--- src/source/core_pkg.sv ---
`default_nettype none

package core_pkg;

	////////////////////////////////////////////////////////////////////////////
	// Widths and sizes
	////////////////////////////////////////////////////////////////////////////

	localparam int XLEN       = 32;
	localparam int PC_W       = 6;
	localparam int IMEM_DEPTH = 64;
	localparam int DMEM_DEPTH = 64;
	localparam int NREGS      = 32;
	localparam int REG_W      = 5;
	// Link register for jump-and-link
	localparam int REG_LINK   = 31;

	////////////////////////////////////////////////////////////////////////////
	// Opcodes and function codes
	////////////////////////////////////////////////////////////////////////////

	typedef enum logic [1:0] {
		OP_ALU  = 2'b00,
		OP_ALUI = 2'b01,
		OP_MEM  = 2'b10,
		OP_CTRL = 2'b11
	} op_t;

	typedef enum logic [3:0] {
		FN_ADD = 4'd0,
		FN_SUB = 4'd1,
		FN_AND = 4'd2,
		FN_OR  = 4'd3,
		FN_XOR = 4'd4,
		FN_SLT = 4'd5,
		FN_SLL = 4'd6,
		FN_SRL = 4'd7
	} alu_fn_t;

	typedef enum logic [3:0] {
		BEQZ = 4'd0,
		BLTZ = 4'd1,
		JMP  = 4'd2,
		JAL  = 4'd3,
		HALT = 4'd4
	} ctrl_fn_t;

	// Memory class functions
	localparam logic [3:0] MEM_LOAD  = 4'd0;
	localparam logic [3:0] MEM_STORE = 4'd1;

	// What a retired instruction was
	typedef enum logic [2:0] {
		KIND_ALU   = 3'd0,
		KIND_LOAD  = 3'd1,
		KIND_STORE = 3'd2,
		KIND_CTRL  = 3'd3,
		KIND_HALT  = 3'd4
	} kind_t;

	////////////////////////////////////////////////////////////////////////////
	// Instruction word, two views of the same 32 bits
	////////////////////////////////////////////////////////////////////////////

	typedef struct packed {
		op_t              op;
		logic [3:0]       fn;
		logic [REG_W-1:0] rs;
		logic [REG_W-1:0] rt;
		logic [15:0]      imm;
	} imm_fmt_t;

	typedef struct packed {
		op_t         op;
		logic [3:0]  fn;
		logic [25:0] target;
	} jmp_fmt_t;

	typedef union packed {
		imm_fmt_t imm;
		jmp_fmt_t jmp;
	} instr_u;

	////////////////////////////////////////////////////////////////////////////
	// Stage records
	////////////////////////////////////////////////////////////////////////////

	typedef struct packed {
		logic            valid;
		logic [PC_W-1:0] pc;
		instr_u          instr;
	} fd_t;

	typedef struct packed {
		logic             valid;
		logic [PC_W-1:0]  pc;
		op_t              op;
		logic [3:0]       fn;
		logic [REG_W-1:0] dest;
		logic             we;
		logic [XLEN-1:0]  rs_val;
		logic [XLEN-1:0]  rt_val;
		logic [XLEN-1:0]  imm;
	} de_t;

	typedef struct packed {
		logic             valid;
		logic [PC_W-1:0]  pc;
		kind_t            kind;
		logic [REG_W-1:0] dest;
		logic             we;
		logic [XLEN-1:0]  result;
		logic [XLEN-1:0]  store_data;
		logic             mem;
	} em_t;

	typedef struct packed {
		logic             we;
		logic [REG_W-1:0] dest;
		logic [XLEN-1:0]  data;
	} wb_t;

	// Store reports the stored value in data
	typedef struct packed {
		logic [PC_W-1:0]  pc;
		kind_t            kind;
		logic             we;
		logic [REG_W-1:0] dest;
		logic [XLEN-1:0]  data;
	} retire_t;

	typedef struct packed {
		logic            taken;
		logic [PC_W-1:0] target;
	} redirect_t;

endpackage

`default_nettype wire

--- src/source/fetch_stage.sv ---
`timescale 1ns/1ps
`default_nettype none

module fetch_stage (
	input  logic                      clk,
	input  logic                      rst,
	input  logic                      run,
	input  logic                      prog_we,
	input  logic [core_pkg::PC_W-1:0] prog_addr,
	input  core_pkg::instr_u          prog_data,
	input  logic                      stall,
	input  core_pkg::redirect_t       redirect,
	input  logic                      halt_seen,
	output core_pkg::fd_t             fd
);
	import core_pkg::*;

	instr_u          imem [IMEM_DEPTH];
	logic [PC_W-1:0] pc;
	logic            stopped;
	logic            issue;

	// Program load port, driven only while run is low
	always_ff @(posedge clk)
	begin
		if (prog_we)
			imem[prog_addr] <= prog_data;
	end

	// Nothing issues before run or once a halt went by
	assign issue = run && !stopped && !halt_seen;

	////////////////////////////////////////////////////////////////////////////
	// PC and registered instruction read
	////////////////////////////////////////////////////////////////////////////

	always_ff @(posedge clk)
	begin
		if (rst)
		begin
			pc      <= '0;
			stopped <= 1'b0;
			fd      <= '0;
		end
		else
		begin
			// Sticky until reset
			if (halt_seen)
				stopped <= 1'b1;
			if (redirect.taken)
			begin
				// Drop the younger word, restart at target
				pc       <= redirect.target;
				fd.valid <= 1'b0;
			end
			else if (!stall)
			begin
				fd.valid <= issue;
				fd.pc    <= pc;
				fd.instr <= imem[pc];
				if (issue)
					pc <= pc + 1'b1;
			end
			// Stall holds PC and output as they are
		end
	end

endmodule

`default_nettype wire

--- config.mk ---
export PLATFORM = sky130hd
export DESIGN_NAME = fetch_stage
export DESIGN_NICKNAME = d
export VERILOG_FILES = /design/src/source/core_pkg.sv /design/src/source/fetch_stage.sv
export SDC_FILE = /design/constraint.sdc
export NUM_CORES = 2
export LEC_CHECK = 0
export BUFFER_PORTS_ARGS = -buffer_cell sky130_fd_sc_hd__buf_2
export CELL_PAD_IN_SITES_DETAIL_PLACEMENT = 0
export CELL_PAD_IN_SITES_GLOBAL_PLACEMENT = 1
export CORE_MARGIN = 2
export CORE_UTILIZATION = 55
export DETAILED_ROUTE_END_ITERATION = 8
export PLACE_DENSITY_LB_ADDON = 0.2
export SLEW_MARGIN = 10
export SYNTH_ARGS = -nofsm -noshare
export SYNTH_HDL_FRONTEND = slang
export SYNTH_SLANG_ARGS = --single-unit
--- constraint.sdc ---
create_clock -name clk -period 6.8 [get_ports clk]
set_input_delay 0.34 -clock clk [delete_from_list [all_inputs] [get_ports clk]]
set_output_delay 0.34 -clock clk [all_outputs]
set_load 0.05 [all_outputs]
# --- Word-level counts from Yosys, hierarchy flattened ---
# Memory sizes are Yosys's and may differ from the RTL's. A register that Yosys moved wholly into a read port is not among the register bits.
# Cells that the tools add are included.
word_totals:
  reg_bits: 14
  mem_bits_rw: 2048
  n_memories: 1
mem_list:
  columns: ["memory", "words", "width", "read_ports", "rd_ports_with_merged_regs", "wr", "line_no", "source"]
  rows:
  - ["imem", 64, 32, 1, 1, 1, "fetch_stage.sv:18", "instr_u imem [IMEM_DEPTH];"]
classes:
  addsub: 1
  n_eq_ne: 1
  n_mux: 5
  bitwise: 2
  n_reduce_logical: 8
op_table:
  columns: ["op", "count"]
  rows:
  - ["two-way mux 6 bit", 3]
  - ["adder 6 x 1 -> 6 bit, second input constant", 1]
  - ["AND reduction 2 bit", 2]
  - ["logical AND 1 bit", 2]
  - ["zero test 1 bit", 2]
  - ["two-way mux 1 bit", 2]
  - ["inequality test 2 x 1 -> 1 bit, second input constant", 1]
  - ["NOT 1 bit", 2]
  - ["nonzero test 2 bit", 1]
  - ["OR reduction 2 bit", 1]

# --- Logic depth before layout (Yosys ltp) ---
depth:
  word_depth: 6
  mapped_depth: 11
  depth_no_buf: 5

# --- Least setup slack after synthesis ---
# Ideal clock, no wire load.
synth_timing:
  path_type: "input-to-reg"
  startpoint: "in prog_addr[3] in the netlist's numbering"
  endpoint: "mem imem[48][0] in the netlist's numbering (enable)"
  setup_ns: 0.461
  t_arrival_ns: 3.064
  required_time_ns: 6.339
  path_slack_ns: 3.275
  stages: 4
  n_path_buf: 1
  cell_sequence: "clkbuf_1 -> nor2b_1 -> nand4b_1 -> nor3_1"
synth_rtl:
  columns: ["element", "line_no", "source"]
  rows:
  - ["from (decl)", "fetch_stage.sv:9", "input logic [core_pkg::PC_W-1:0] prog_addr,"]
  - ["to (decl)", "fetch_stage.sv:18", null]
# Straight into the memory's write port.

==> impl_metrics.env <==
export IMPL_outcome="completed"
export IMPL_p_comb_share_pct=4.9
export IMPL_grt_use_total_pct=29.3
export IMPL_finalNonFillerCells=5940
export IMPL_design_area_um2=89900
export IMPL_drtIter0Drc=5000
export IMPL_cp_arrival_ns=4.35
export IMPL_power_internal_w=0.0209
export IMPL_synth_area_leaders="edfxtp_1 (77%), mux4_2 (13%), mux2i_1 (2.4%)"
export IMPL_syn_to_final_growth_pct=12.2
export IMPL_synth_compound_area_share_pct=2.78
export IMPL_yosysSeqAreaShare_pct=77.9
export IMPL_postLayoutCoreUtil_pct=61.9
export IMPL_finalWorstSetupSlack_ns=3.14
export IMPL_synthCells=3620
export IMPL_ant_nets=0
export IMPL_synth_area_leader_cell="edfxtp_1"
export IMPL_place_congestion=0.817
export IMPL_maxSlewViolCount=0
export IMPL_place_ws_ns=3.23
export IMPL_p_leak_nw=27.5
export IMPL_syn_area_um2=80100
export IMPL_cp_slowest_cell="dfxtp_4"
export IMPL_hold_viol=0
export IMPL_synth_area_mux_share_pct=15.6
export IMPL_synth_fa_ha_area_share_pct=0.0156
export IMPL_grt_max_degree=120
export IMPL_period_minus_slack_ns=3.66
export IMPL_cts_tree="yes"
export IMPL_yosys_top_cells_count="edfxtp_1 (2048), mux4_2 (464), mux2i_1 (192)"
export IMPL_via_per_inst=6.74
export IMPL_synth_seq_cells=2094
export IMPL_clockPowerShare_pct=40.9
export IMPL_wl_um=215000
export IMPL_power_density_nw_per_um2=295
export IMPL_synth_avg_cell_area_um2=22.1
export IMPL_p_switching_w=0.00563
export IMPL_crit_path_end_kind="flop"
export IMPL_reg2reg_depth=7
export IMPL_remaining_drc_errors=0
export IMPL_synth_nets=3672
export IMPL_place_inst=5535
export IMPL_die_w_um=386
export IMPL_worstSetupPathType="reg -> reg"
export IMPL_sw_frac_of_total_pct=21.2
export IMPL_drt_wirelength_per_cell_um=36.2
export IMPL_crit_fanout=37
export IMPL_synth_top_family_by_area="multiplexers"
export IMPL_setup_tns_ns=0
export IMPL_clkLatencyLatePin_ns=0.82
export IMPL_grt_pass1_wl_um=301000
export IMPL_num_rows=140
export IMPL_initial_core_util_pct=55.2
export IMPL_place_area_um2=83200
export IMPL_cts_resized_gates=0
export IMPL_cp_required_ns=7.48
export IMPL_synthSimpleGateAreaFrac_pct=2.03
export IMPL_drive_gt1_share_pct=26.0
export IMPL_numPortBuffers=89
export IMPL_synth_edff_count=2048
export IMPL_setup_viol=0
export IMPL_path_clk_slew_ns=0.06
export IMPL_n_fill_cell=9718
export IMPL_io_pin_count=90
export IMPL_grt_pass1_vias=40081
export IMPL_synth_cell_types=66
export IMPL_cap_violations=0
export IMPL_max_freq_mhz=273
export IMPL_async_flop_share_pct=0
export IMPL_slew_headroom_pct=16.0
export IMPL_coreArea_um2=145000
export IMPL_clock_skew_ns=0.0294
export IMPL_hold_class="in -> reg"
export IMPL_worst_pin_slew_ns=1.26
export IMPL_ys_flop_type="edfxtp_1"
export IMPL_fin_crit_sh_pct=53.9
export IMPL_post_synth_top_count_cell="edfxtp_1"
export IMPL_synthXorXnorAreaFrac_pct=0.0547
export IMPL_dr_pass1_iters=6
export IMPL_rsz0062_at_grt="false"
export IMPL_clock_path_buffers=3
export IMPL_yosysTopAreaCellShare_pct=76.8
export IMPL_crit_chain="buf_4, buf_4, mux4_2, nand2_1, o21ai_0, o22ai_1, nor3_1"
export IMPL_htree_levels=4
export IMPL_grt_overflow=0
export IMPL_antenna_found_initial=6
export IMPL_cts_buffers=203
export IMPL_seq_power_share_pct=54.1
export IMPL_worstSetupStartpointType="flop"
export IMPL_ir_drop_mv=0.254
export IMPL_cpPeakStageDelay_ns=0.74
export IMPL_die_h_um=386
export IMPL_num_vias=40044
export IMPL_cts_sinks=2094
export IMPL_root_buffer="clkbuf_16"
export IMPL_final_net_count=3893
export IMPL_hpwl_um=116000
export IMPL_cp_common_cell="buf_4"
export IMPL_whs_path_depth=1
export IMPL_dieArea_um2=149000
export IMPL_yosysWarnings=0
[area by class of cell]
class                           count  area, µm²  share of cell area [%]
Clock buffer                      279       5550                    6.17
Clock inverter                    102        892                   0.993
Timing Repair Buffer              224       1660                    1.85
Sequential cell                  2094      62400                    69.5
Tap cell                         1917       2400                    2.67
Inverter                            2       7.51                 0.00835
Multi-Input combinational cell   1316      16900                    18.8
Antenna cell                        6       15.0                  0.0167
[state kept, by name (all words and copies together), names as in the netlist]
signal	count
stopped	1
pc	6
fd	39
imem	2048
[layout by cell type (no fill, tap or decap), types with 17 or more instances in the layout]
master         netlist  final
o22ai_1             31     31
nor2_1             131     67
a21oi_1             36     36
buf_2               59     85
clkbuf_1            62     60
buf_4               46    110
nor2_4               0     63
a22oi_1             42     42
clkinv_2             0     29
nor2b_1             19     17
a211oi_1            36     36
o21ai_0             42     42
nand2_1             73     73
mux4_2             464    464
and4_1              17     17
clkbuf_16            0    205
a221oi_1            36     36
clkinv_1             1     42
mux2i_1            192    192
dfxtp_1             46     41
edfxtp_1          2048   2048
dlygate4sd3_1        0     17
[critical path: cells and delay by family, from the launching register on]
kind	cells	cell delay [ns]
AO/OA/AOI/OAI	2	0.97
buffers and inverters	2	1.19
flip-flops	1	0.74
multiplexers	1	0.38
AND/OR/NAND/NOR	2	0.16
[per-layer routing]
layer	wire, µm	GRT usage [%]	part of all wire (%)
met5	13	0	0.0060
met4	8390	10.9	3.9
met3	19500	4.54	9.1
met2	105000	47.0	49
met1	82100	41.3	38
[worst paths after layout]
| check | start | endpoint | slack [ns] |
|---|---|---|---|
| worst max-delay path | pc[1] | fd[30] | 3.14 |
| worst min-delay path | prog_data[2] | imem[60][2] | 0.04 |
| worst max register to register | pc[1] | fd[30] | 3.14 |
| worst min register to register | fd[33] | fd[33] | 0.46 |
[cells by family after synthesis]
logic type	count (synthesis)
muxes	666
adders and majority gates	1
DFF	2094
AOI/OAI and AO/OA	313
xor gates and xnor gates	5
and+or+nand+nor	331
buffers and inverters	210
[power by group through the flow]
| stage | Sequential, W | Clock (W) | Combinational [W] |
|---|---|---|---|
| 6_report | 0.0144 | 0.0109 | 0.00131 |
| 5_1_grt | 0.0144 | 0.0115 | 0.00138 |
| 4_1_cts | 0.0144 | 0.0110 | 0.00132 |
| 3_5_place_dp | 0.0146 | 0 | 0.00131 |
| 3_3_place_gp | 0.0146 | 0 | 0.00127 |
| 2_1_floorplan | 0.0146 | 0 | 0.000765 |
[stage by stage]
stage | hold slack, ns | power [W]
after floorplan | 0.439 | 0.0154
after global placement | 0.442 | 0.0159
after detailed placement | 0.451 | 0.0159
after CTS | 0.0402 | 0.0267
after global routing | 0.00882 | 0.0272
final | 0.0423 | 0.0265
[timing repair]
action                     CTS  global route
hold buffers                17             0
hold endpoints to repair    12             0
setup buffers                0             0
setup endpoints to repair    0             0
(Power assumes the default switching activity.)
