<file path="config.mk">
export PLATFORM = sky130hd
export DESIGN_NAME = decode_stage
export DESIGN_NICKNAME = d
export VERILOG_FILES = /design/src/source/core_pkg.sv /design/src/source/decode_stage.sv /design/src/source/register_file.sv
export SDC_FILE = /design/constraint.sdc
export NUM_CORES = 2
export LEC_CHECK = 0
export BUFFER_PORTS_ARGS = -buffer_cell sky130_fd_sc_hd__buf_2
export CORE_ASPECT_RATIO = 0.5
export CORE_MARGIN = 3
export CORE_UTILIZATION = 30
export CTS_CLUSTER_DIAMETER = 80
export DETAILED_ROUTE_END_ITERATION = 10
export PLACE_DENSITY = 0.42
export SYNTH_ARGS = -nofsm -noshare
export SYNTH_HDL_FRONTEND = slang
export SYNTH_HIERARCHICAL = 1
export SYNTH_SLANG_ARGS = --single-unit
export TNS_END_PERCENT = 5
</file>
<file path="constraint.sdc">
create_clock -name clk -period 3.17 [get_ports clk]
set_clock_uncertainty 0.2 [all_clocks]
set_input_delay 0.1585 -clock clk [delete_from_list [all_inputs] [get_ports clk]]
set_output_delay 0.1585 -clock clk [all_outputs]
set_load 0.05 [all_outputs]
</file>
<file path="src/source/core_pkg.sv">
`default_nettype none

package core_pkg;

	////////////////////////////////////////////////////////////////////////////
	// Widths and sizes
	////////////////////////////////////////////////////////////////////////////

	localparam int XLEN       = 32;
	localparam int PC_W       = 6;
	localparam int IMEM_DEPTH = 64;
	localparam int DMEM_DEPTH = 64;
	localparam int NREGS      = 32;
	localparam int REG_W      = 5;
	// Link register for jump-and-link
	localparam int REG_LINK   = 31;

	////////////////////////////////////////////////////////////////////////////
	// Opcodes and function codes
	////////////////////////////////////////////////////////////////////////////

	typedef enum logic [1:0] {
		OP_ALU  = 2'b00,
		OP_ALUI = 2'b01,
		OP_MEM  = 2'b10,
		OP_CTRL = 2'b11
	} op_t;

	typedef enum logic [3:0] {
		FN_ADD = 4'd0,
		FN_SUB = 4'd1,
		FN_AND = 4'd2,
		FN_OR  = 4'd3,
		FN_XOR = 4'd4,
		FN_SLT = 4'd5,
		FN_SLL = 4'd6,
		FN_SRL = 4'd7
	} alu_fn_t;

	typedef enum logic [3:0] {
		BEQZ = 4'd0,
		BLTZ = 4'd1,
		JMP  = 4'd2,
		JAL  = 4'd3,
		HALT = 4'd4
	} ctrl_fn_t;

	// Memory class functions
	localparam logic [3:0] MEM_LOAD  = 4'd0;
	localparam logic [3:0] MEM_STORE = 4'd1;

	// What a retired instruction was
	typedef enum logic [2:0] {
		KIND_ALU   = 3'd0,
		KIND_LOAD  = 3'd1,
		KIND_STORE = 3'd2,
		KIND_CTRL  = 3'd3,
		KIND_HALT  = 3'd4
	} kind_t;

	////////////////////////////////////////////////////////////////////////////
	// Instruction word, two views of the same 32 bits
	////////////////////////////////////////////////////////////////////////////

	typedef struct packed {
		op_t              op;
		logic [3:0]       fn;
		logic [REG_W-1:0] rs;
		logic [REG_W-1:0] rt;
		logic [15:0]      imm;
	} imm_fmt_t;

	typedef struct packed {
		op_t         op;
		logic [3:0]  fn;
		logic [25:0] target;
	} jmp_fmt_t;

	typedef union packed {
		imm_fmt_t imm;
		jmp_fmt_t jmp;
	} instr_u;

	////////////////////////////////////////////////////////////////////////////
	// Stage records
	////////////////////////////////////////////////////////////////////////////

	typedef struct packed {
		logic            valid;
		logic [PC_W-1:0] pc;
		instr_u          instr;
	} fd_t;

	typedef struct packed {
		logic             valid;
		logic [PC_W-1:0]  pc;
		op_t              op;
		logic [3:0]       fn;
		logic [REG_W-1:0] dest;
		logic             we;
		logic [XLEN-1:0]  rs_val;
		logic [XLEN-1:0]  rt_val;
		logic [XLEN-1:0]  imm;
	} de_t;

	typedef struct packed {
		logic             valid;
		logic [PC_W-1:0]  pc;
		kind_t            kind;
		logic [REG_W-1:0] dest;
		logic             we;
		logic [XLEN-1:0]  result;
		logic [XLEN-1:0]  store_data;
		logic             mem;
	} em_t;

	typedef struct packed {
		logic             we;
		logic [REG_W-1:0] dest;
		logic [XLEN-1:0]  data;
	} wb_t;

	// Store reports the stored value in data
	typedef struct packed {
		logic [PC_W-1:0]  pc;
		kind_t            kind;
		logic             we;
		logic [REG_W-1:0] dest;
		logic [XLEN-1:0]  data;
	} retire_t;

	typedef struct packed {
		logic            taken;
		logic [PC_W-1:0] target;
	} redirect_t;

endpackage

`default_nettype wire

</file>
<file path="src/source/decode_stage.sv">
`timescale 1ns/1ps
`default_nettype none

module decode_stage (
	input  logic                clk,
	input  logic                rst,
	input  core_pkg::fd_t       fd,
	input  core_pkg::wb_t       wb,
	input  core_pkg::redirect_t redirect,
	input  core_pkg::de_t       ex_busy,
	input  core_pkg::em_t       mem_busy,
	output logic                stall,
	output core_pkg::de_t       de
);
	import core_pkg::*;

	instr_u           instr;
	logic [REG_W-1:0] rs;
	logic [REG_W-1:0] rt;
	logic [XLEN-1:0]  rs_val;
	logic [XLEN-1:0]  rt_val;
	logic             uses_rs;
	logic             uses_rt;
	logic             is_jump;
	de_t              de_next;

	// Register still on its way to the register file
	function automatic logic pending(input logic [REG_W-1:0] r, input de_t ex, input em_t mm);
		return (ex.valid && ex.we && ex.dest == r) || (mm.valid && mm.we && mm.dest == r);
	endfunction

	assign instr = fd.instr;
	assign rs    = instr.imm.rs;
	assign rt    = instr.imm.rt;

	register_file u_regs (
		.clk (clk),
		.rst (rst),
		.wb  (wb),
		.ra  (rs),
		.rb  (rt),
		.da  (rs_val),
		.db  (rt_val)
	);

	// Jumps take the absolute target view
	assign is_jump = instr.jmp.op == OP_CTRL && (instr.jmp.fn == JMP || instr.jmp.fn == JAL);

	////////////////////////////////////////////////////////////////////////////
	// Field decode
	////////////////////////////////////////////////////////////////////////////

	always_comb
	begin
		de_next        = '0;
		de_next.valid  = fd.valid;
		de_next.pc     = fd.pc;
		de_next.op     = instr.imm.op;
		de_next.fn     = instr.imm.fn;
		de_next.rs_val = rs_val;
		de_next.rt_val = rt_val;
		uses_rs        = 1'b0;
		uses_rt        = 1'b0;
		if (is_jump)
			de_next.imm = {{(XLEN-PC_W){1'b0}}, instr.jmp.target[PC_W-1:0]};
		else
			de_next.imm = {{(XLEN-16){instr.imm.imm[15]}}, instr.imm.imm};
		case (instr.imm.op)
			OP_ALU:
			begin
				// Two-address form, rs is also the destination
				de_next.dest = rs;
				de_next.we   = 1'b1;
				uses_rs      = 1'b1;
				uses_rt      = 1'b1;
			end
			OP_ALUI:
			begin
				de_next.dest = rs;
				de_next.we   = 1'b1;
				uses_rs      = 1'b1;
			end
			OP_MEM:
			begin
				uses_rs = 1'b1;
				if (instr.imm.fn == MEM_STORE)
					uses_rt = 1'b1;
				else
				begin
					de_next.dest = rt;
					de_next.we   = 1'b1;
				end
			end
			default:
			begin
				// Control: branches test rs, JAL writes the link
				uses_rs = instr.imm.fn == BEQZ || instr.imm.fn == BLTZ;
				if (instr.jmp.fn == JAL)
				begin
					de_next.dest = REG_LINK[REG_W-1:0];
					de_next.we   = 1'b1;
				end
			end
		endcase
	end

	// Interlock against results not yet written
	assign stall = fd.valid && !redirect.taken &&
		((uses_rs && pending(rs, ex_busy, mem_busy)) ||
		(uses_rt && pending(rt, ex_busy, mem_busy)));

	always_ff @(posedge clk)
	begin
		if (rst)
			de <= '0;
		else if (stall || redirect.taken)
			de <= '0;
		else
			de <= de_next;
	end

endmodule

`default_nettype wire

</file>
<file path="src/source/register_file.sv">
`timescale 1ns/1ps
`default_nettype none

module register_file (
	input  logic                       clk,
	input  logic                       rst,
	input  core_pkg::wb_t              wb,
	input  logic [core_pkg::REG_W-1:0] ra,
	input  logic [core_pkg::REG_W-1:0] rb,
	output logic [core_pkg::XLEN-1:0]  da,
	output logic [core_pkg::XLEN-1:0]  db
);
	import core_pkg::*;

	logic [XLEN-1:0] regs [NREGS];

	// Single write port from the memory stage
	always_ff @(posedge clk)
	begin
		if (rst)
		begin
			for (int i = 0; i < NREGS; i++)
				regs[i] <= '0;
		end
		else if (wb.we)
			regs[wb.dest] <= wb.data;
	end

	// Write-through on a same-cycle read
	assign da = (wb.we && wb.dest == ra) ? wb.data : regs[ra];
	assign db = (wb.we && wb.dest == rb) ? wb.data : regs[rb];

endmodule

`default_nettype wire

</file>
======== After elaboration in Yosys (flattened, before gate mapping) ========
Memory sizes are Yosys's and may differ from the RTL's. A register that Yosys moved wholly into a read port is not among the register bits.
Index checks and enable logic that the tools add are counted.
W data, S select, Z words.
operators by class
  equality and inequality tests ........... 10
  muxes and demuxes ....................... 14
  reduce and logical (&&, ||, !) cells .... 25
operator list
  kind                  number
  $mux W32              1
  $reduce_or A32 Y1     1
  $eq A5 B5 Y1          4
  $mux W6               2
  $pmux W6 S2           1
  $logic_and A1 B1 Y1   11
  $eq A4 B2 Y1 const B  2
  $mux W1               8
  $logic_or A1 B1 Y1    6
  $reduce_or A3 Y1      2
  $mux W5               1
  $eq A2 B2 Y1 const B  2
  $eq A4 B1 Y1 const B  1
  $logic_not A4 Y1      1
  $reduce_or A2 Y1      2
  $eq A2 B1 Y1 const B  1
  $logic_not A2 Y1      1
  $pmux W1 S2           1
  $logic_not A1 Y1      1
word-level totals
  word-level logic and storage cells ...... 58
  RAM bits ................................ 1024
  bits in registers ....................... 35
  output and inout bits ................... 116
  memories ................................ 1
memory list
  memory       depth  bits a word  rd ports  clocked after memory_dff  wr ports  RTL line             text
  u_regs.regs  32     32           2         2                         32        register_file.sv:15  logic [XLEN-1:0] regs [NREGS];

======== Depth between registers and ports, before layout ========
  depth in word-level cells ............... 8
  mapped depth ............................ 10
  mapped depth without buffers ............ 6

======== By module ========
Netlist, hierarchy kept.
by module, submodules not included
  module         area an instance (um^2)  instances  sequential area each (um^2)  cells an instance
  register_file  56221.4                  1          30749.5                      4088
  decode_stage   3230.6                   1          1981.9                       287

======== Least setup slack after synthesis ========
Ideal clock, no wire load.
  path type ............................... input -> register
  from .................................... in wb[35] (netlist bit)
  to ...................................... mem u_regs.regs[5][0] (enable)
  setup slack ............................. 0.913 ns
  stages .................................. 5
  setup time .............................. 0.375 ns
  arrival ................................. 1.683 ns
  path buffers ............................ 2
  path through ............................ clkbuf_1 > or3b_2 > clkbuf_1 > nor2_1 > or2_2
RTL lines
  what                RTL line             text
  start: declaration  decode_stage.sv:8    input core_pkg::wb_t wb,
  end: declaration    register_file.sv:15

======== Final worst setup path ========
  from .................................... in fd[25] (netlist bit)
  to ...................................... out stall
on the way
  cells in the longest elaborated chain, start to end .. 6
  elaborated cells between the ends (all ways) .. 8
ends and longest elaborated chain
  what                     RTL line             text
  start: declaration       decode_stage.sv:7    input core_pkg::fd_t fd,
  $eq A5 B5 Y1             decode_stage.sv:29   return (ex.valid && ex.we && ex.dest == r) || (mm.valid && mm.we && mm.dest == r);
  $logic_and A1 B1 Y1      decode_stage.sv:29
  $logic_or A1 B1 Y1 (*)   decode_stage.sv:29
  $logic_and A1 B1 Y1 (*)  decode_stage.sv:109  ((uses_rs && pending(rs, ex_busy, mem_busy)) ||
  $logic_or A1 B1 Y1 (*)   decode_stage.sv:109
  $logic_and A1 B1 Y1 (*)  decode_stage.sv:108  assign stall = fd.valid && !redirect.taken &&
  end: declaration         decode_stage.sv:12   output logic stall,
Every way passes the cells marked *; elsewhere a longest branch is shown, timed or not.

==> impl_metrics.toml <==
[worst_setup_path]
crit_path_top_delay_cell = "sky130_fd_sc_hd__dlygate4sd3_1"
worstPathRequired_ns = 2.81
crit-reg2reg-launch = "u_regs/regs[7][30]$_SDFFCE_PN0P_"
worst-r2r-cell-count = 6
critPathMaxFanout = 38
r2r-end = "de[94]$_SDFF_PP0_"
startpoint_type_of_the_worst_setup_path = "input port"
critical_path_endpoint_category = "primary output"
path_delay_family = "buffers and inverters"
regToRegSetupSlack_ns = 0.52
cp-startpoint = "fd[25]"
worst_setup_path_endpoint = "stall"
critPathMostFrequentCell = "sky130_fd_sc_hd__buf_2"
worstSetupPathDepth = 10
worst-setup-path-type = "in2out"
critical_path.cell_chain = "dlygate4sd3_1 > buf_2 > buf_12 > buf_4 > xor2_1 > nor4_1 > a22oi_1 > o22a_4 > inv_1 > buf_2"
critPathArrivalTime_ns = 2.68
critPathBufInv = 6
max_stage_delay_ns = 0.52

[timing]
slew-limit-headroom_pct = 26.92
time_the_worst_path_needs_with_i_o_delays_and_setup_ns = 3.039
maxSlewViolCount = 0
maxClockFrequency_mhz = 329.1
tightestPinTransition_ns = 1.094
post-route-period-util_pct = 95.86
timing.final.setup_violations = 0
grt_setup_unrepaired = "no"
timing.final.hold_violations = 0

[flow_run]
max-cap-violations = 0

[place]
io_buffers = 209
place_hpwl_um = 161600
globalplace.congestion = 0.8403

[die]
io_pins = 398
core_region_area_um2 = 195100
die-width_um = 635.6
die_height_um = 320.8
core.rowCount = 114
floorplan.initialDensity_pct = 30.47
design.die.area_um2 = 203900

[detailed_routing]
drc_errors = 0
drt_wl_total_um = 248300
drt_first_iter_violations = 4983
detailroute.via_count = 40810
vias_per_cell = 5.529
drt-wirelength-per-cell_um = 33.64
detail-route-antenna-nets = 0
dr.pass1.iters = 6

[global_route]
combined_global_route_utilization_of_all_metal_layers_pct = 23.83
initial_antenna_violation_count = 32
grt_ovf = 0
grt_pass1_vias = 40950
wire_length_of_the_first_global_routing_pass_um = 340500
pin_count_of_the_biggest_net_entering_global_routing = 52

[synthesis]
syn_area_um2 = 59450
fraction_of_synthesized_area_in_multiplexers_pct = 18.76
ys_top_cells_by_area = "sky130_fd_sc_hd__edfxtp_1, sky130_fd_sc_hd__mux4_2, sky130_fd_sc_hd__and2_1"
synth_xor_xnor_area_share_pct = 0.4420
flop_and_latch_count_out_of_synthesis = 1123
post_synth.cell_area_avg_um2 = 13.59
synthDistinctLibCells = 67
synth_top_family_by_area = "multiplexers"
synth_warnings = 6
synth_top_cell_area_share_pct = 51.72
yosys_most_used_dff = "sky130_fd_sc_hd__edfxtp_1"
synthesis.nets = 4657
seq_area_frac_synth_pct = 55.06
synth_area_leader_cell = "sky130_fd_sc_hd__edfxtp_1"
async_flop_share_pct = 0
post_synth_inst_count = 4375
count_of_flip_flops_with_a_built_in_enable_after_synthesis = 1024
yosys.area_share.adder_pct = 0
synth-compound-area-share_pct = 6.158
synthSimpleGateAreaFrac_pct = 15.50

[clocking]
post-cts-setup-buffer-count = 0
clk_pin_slew_ns = 0.06
clock_tree_buffer_depth = 3
worst_skew_pair.late_latency_ns = 0.75
tritoncts.num_buffers = 116
clock_tree.root_cell = "sky130_fd_sc_hd__clkbuf_16"
tritoncts = "yes"
h-tree-depth = 3
clock-sinks = 1123

[cells_and_area]
area_growth_pct = 17.69
nets = 4936
layout-drive-gt1-share_pct = 27.77
post-route-util_pct = 35.86

[power]
totalPowerFinal_w = 0.03632
p_per_area_nw_per_um2 = 519.1
max_ir_drop_vdd_uv = 441.5
cellLeakagePower_nw = 25.30

[run_status]
status = "finished clean"

[min_path]
timing.hold.worst.class = "in2reg"
==> what timing repair did <==
item                                   in CTS  in global routing
endpoints found under the hold margin    1056                  0
hold buffers                              119                  0
gates resized for setup                     0                  0
==> worst min-delay path by stage <==
stage | from | endpoint | slack, ns | cells after the start
global placement | fd[32] | de[108]$_SDFF_PP0_ | 0.19 | 2
detailed placement | fd[33] | de[109]$_SDFF_PP0_ | 0.19 | 2
CTS | wb[32] | u_regs/regs[17][30]$_SDFFCE_PN0P_ | 0.03 | 4
floorplan | fd[0] | de[0]$_SDFF_PP0_ | 0.10 | 1
finish | fd[36] | de[112]$_SDFF_PP0_ | 0.07 | 3
global route | fd[36] | de[112]$_SDFF_PP0_ | 0.05 | 3
==> flip-flops by register name (all words and copies together), names as in the netlist <==
name,flops
de,99
u_regs/regs,1024
==> worst min-delay path: cells and delay by family <==
kind | cells | cell delay (ns)
buf+inv | 2 | 0.62
simple gates | 1 | 0.17
==> routing by layer <==
layer | wire length (µm) | share of wire, % | vias to the layer above | global-route usage (%)
met2 | 107500 | 43 | 1886 | 35.98
li1 | - | - | 17100 | -
met4 | 5662 | 2.3 | 4 | 5.318
met1 | 115500 | 47 | 21550 | 35.72
met5 | 25 | 0.010 | - | 0
met3 | 19570 | 7.9 | 275 | 3.912
==> Yosys cell counts, drive strengths merged (3+ instances only) <==
| cell type | number |
|---|---|
| a211o | 21 |
| a211oi | 55 |
| a221o | 5 |
| a22o | 10 |
| a22oi | 136 |
| a311o | 21 |
| a32o | 10 |
| and2 | 995 |
| and3 | 91 |
| and4b | 11 |
| buf | 216 |
| clkbuf | 253 |
| dfxtp | 99 |
| edfxtp | 1024 |
| inv | 4 |
| mux2 | 258 |
| mux2i | 201 |
| mux4 | 277 |
| nand2 | 112 |
| nand2b | 24 |
| nand3 | 25 |
| nand3b | 4 |
| nand4 | 10 |
| nor2 | 76 |
| nor2b | 62 |
| nor3 | 37 |
| nor3b | 4 |
| nor4 | 6 |
| nor4b | 3 |
| o211ai | 22 |
| o21ai | 22 |
| o22ai | 118 |
| o311a | 22 |
| o31ai | 21 |
| o41ai | 11 |
| or2 | 33 |
| or3 | 26 |
| or3b | 3 |
| or4b | 3 |
| xor2 | 28 |
==> stage by stage <==
step / area [µm²] / setup WS, ns / hold WS [ns] / TNS [ns] / cells
after floorplan: 59450 / 0.9126 / 0.1044 / 0 / 4375
after global placement: 65040 / -0.06262 / 0.1851 / -0.06262 / 7027
after detailed placement: 65040 / -0.04682 / 0.1880 / -0.04682 / 7027
after CTS: 69930 / 0.1355 / 0.02831 / 0 / 7364
after global routing: 69930 / 0.02813 / 0.05451 / 0 / 7365
final: 69970 / 0.1314 / 0.07312 / 0 / 7381
==> cell type report <==
cell class / count / area, µm²
fillers: 18700 / 125200
flip-flops and latches: 1123 / 32730
multi-input cells: 2778 / 24580
repair buffers: 630 / 5627
well taps: 2610 / 3266
clock buffers: 151 / 3126
clock inverters: 67 / 574.3
diodes: 17 / 42.54
inverters: 5 / 18.77
==> cell usage in the layout, fill, tap and decap left out, types with 11 or more instances in the layout <==
cell / count
sky130_fd_sc_hd__edfxtp_1: 1024
sky130_fd_sc_hd__and2_1: 995
sky130_fd_sc_hd__mux4_2: 277
sky130_fd_sc_hd__mux2_2: 258
sky130_fd_sc_hd__buf_4: 218
sky130_fd_sc_hd__buf_2: 202
sky130_fd_sc_hd__mux2i_1: 201
sky130_fd_sc_hd__a22oi_1: 136
sky130_fd_sc_hd__dlygate4sd3_1: 119
sky130_fd_sc_hd__o22ai_1: 118
sky130_fd_sc_hd__clkbuf_16: 117
sky130_fd_sc_hd__nand2_1: 112
sky130_fd_sc_hd__dfxtp_1: 99
sky130_fd_sc_hd__and3_1: 89
sky130_fd_sc_hd__buf_12: 85
sky130_fd_sc_hd__nor2b_1: 60
sky130_fd_sc_hd__a211oi_1: 45
sky130_fd_sc_hd__nor2_1: 40
sky130_fd_sc_hd__nor2_4: 34
sky130_fd_sc_hd__nor3_1: 33
sky130_fd_sc_hd__or2_2: 32
sky130_fd_sc_hd__xor2_1: 28
sky130_fd_sc_hd__clkbuf_1: 27
sky130_fd_sc_hd__clkinv_2: 26
sky130_fd_sc_hd__nand3_1: 25
sky130_fd_sc_hd__nand2b_1: 24
sky130_fd_sc_hd__or3_1: 24
sky130_fd_sc_hd__o311a_1: 22
sky130_fd_sc_hd__o211ai_1: 22
sky130_fd_sc_hd__a211o_1: 21
sky130_fd_sc_hd__o31ai_1: 21
sky130_fd_sc_hd__a311o_1: 21
sky130_fd_sc_hd__o21ai_1: 20
sky130_fd_sc_hd__clkinv_1: 19
sky130_fd_sc_hd__diode_2: 17
sky130_fd_sc_hd__o41ai_1: 11
==> power breakdown <==
group | total (W) | internal [W] | switching (W)
combinational | 0.00502 | 0.00195 | 0.00308
sequential | 0.0174 | 0.0169 | 0.000427
clock | 0.0139 | 0.00760 | 0.00633
total | 0.0363 | 0.0265 | 0.00983
==> cells by family after synthesis <==
| group | count (synthesis) |
|---|---|
| AO/OA/AOI/OAI | 480 |
| XOR/XNOR | 30 |
| buffers and inverters | 474 |
| flip-flops | 1123 |
| multiplexers | 736 |
| AND/OR/NAND/NOR | 1532 |
Power figures use the tool's default switching activity.
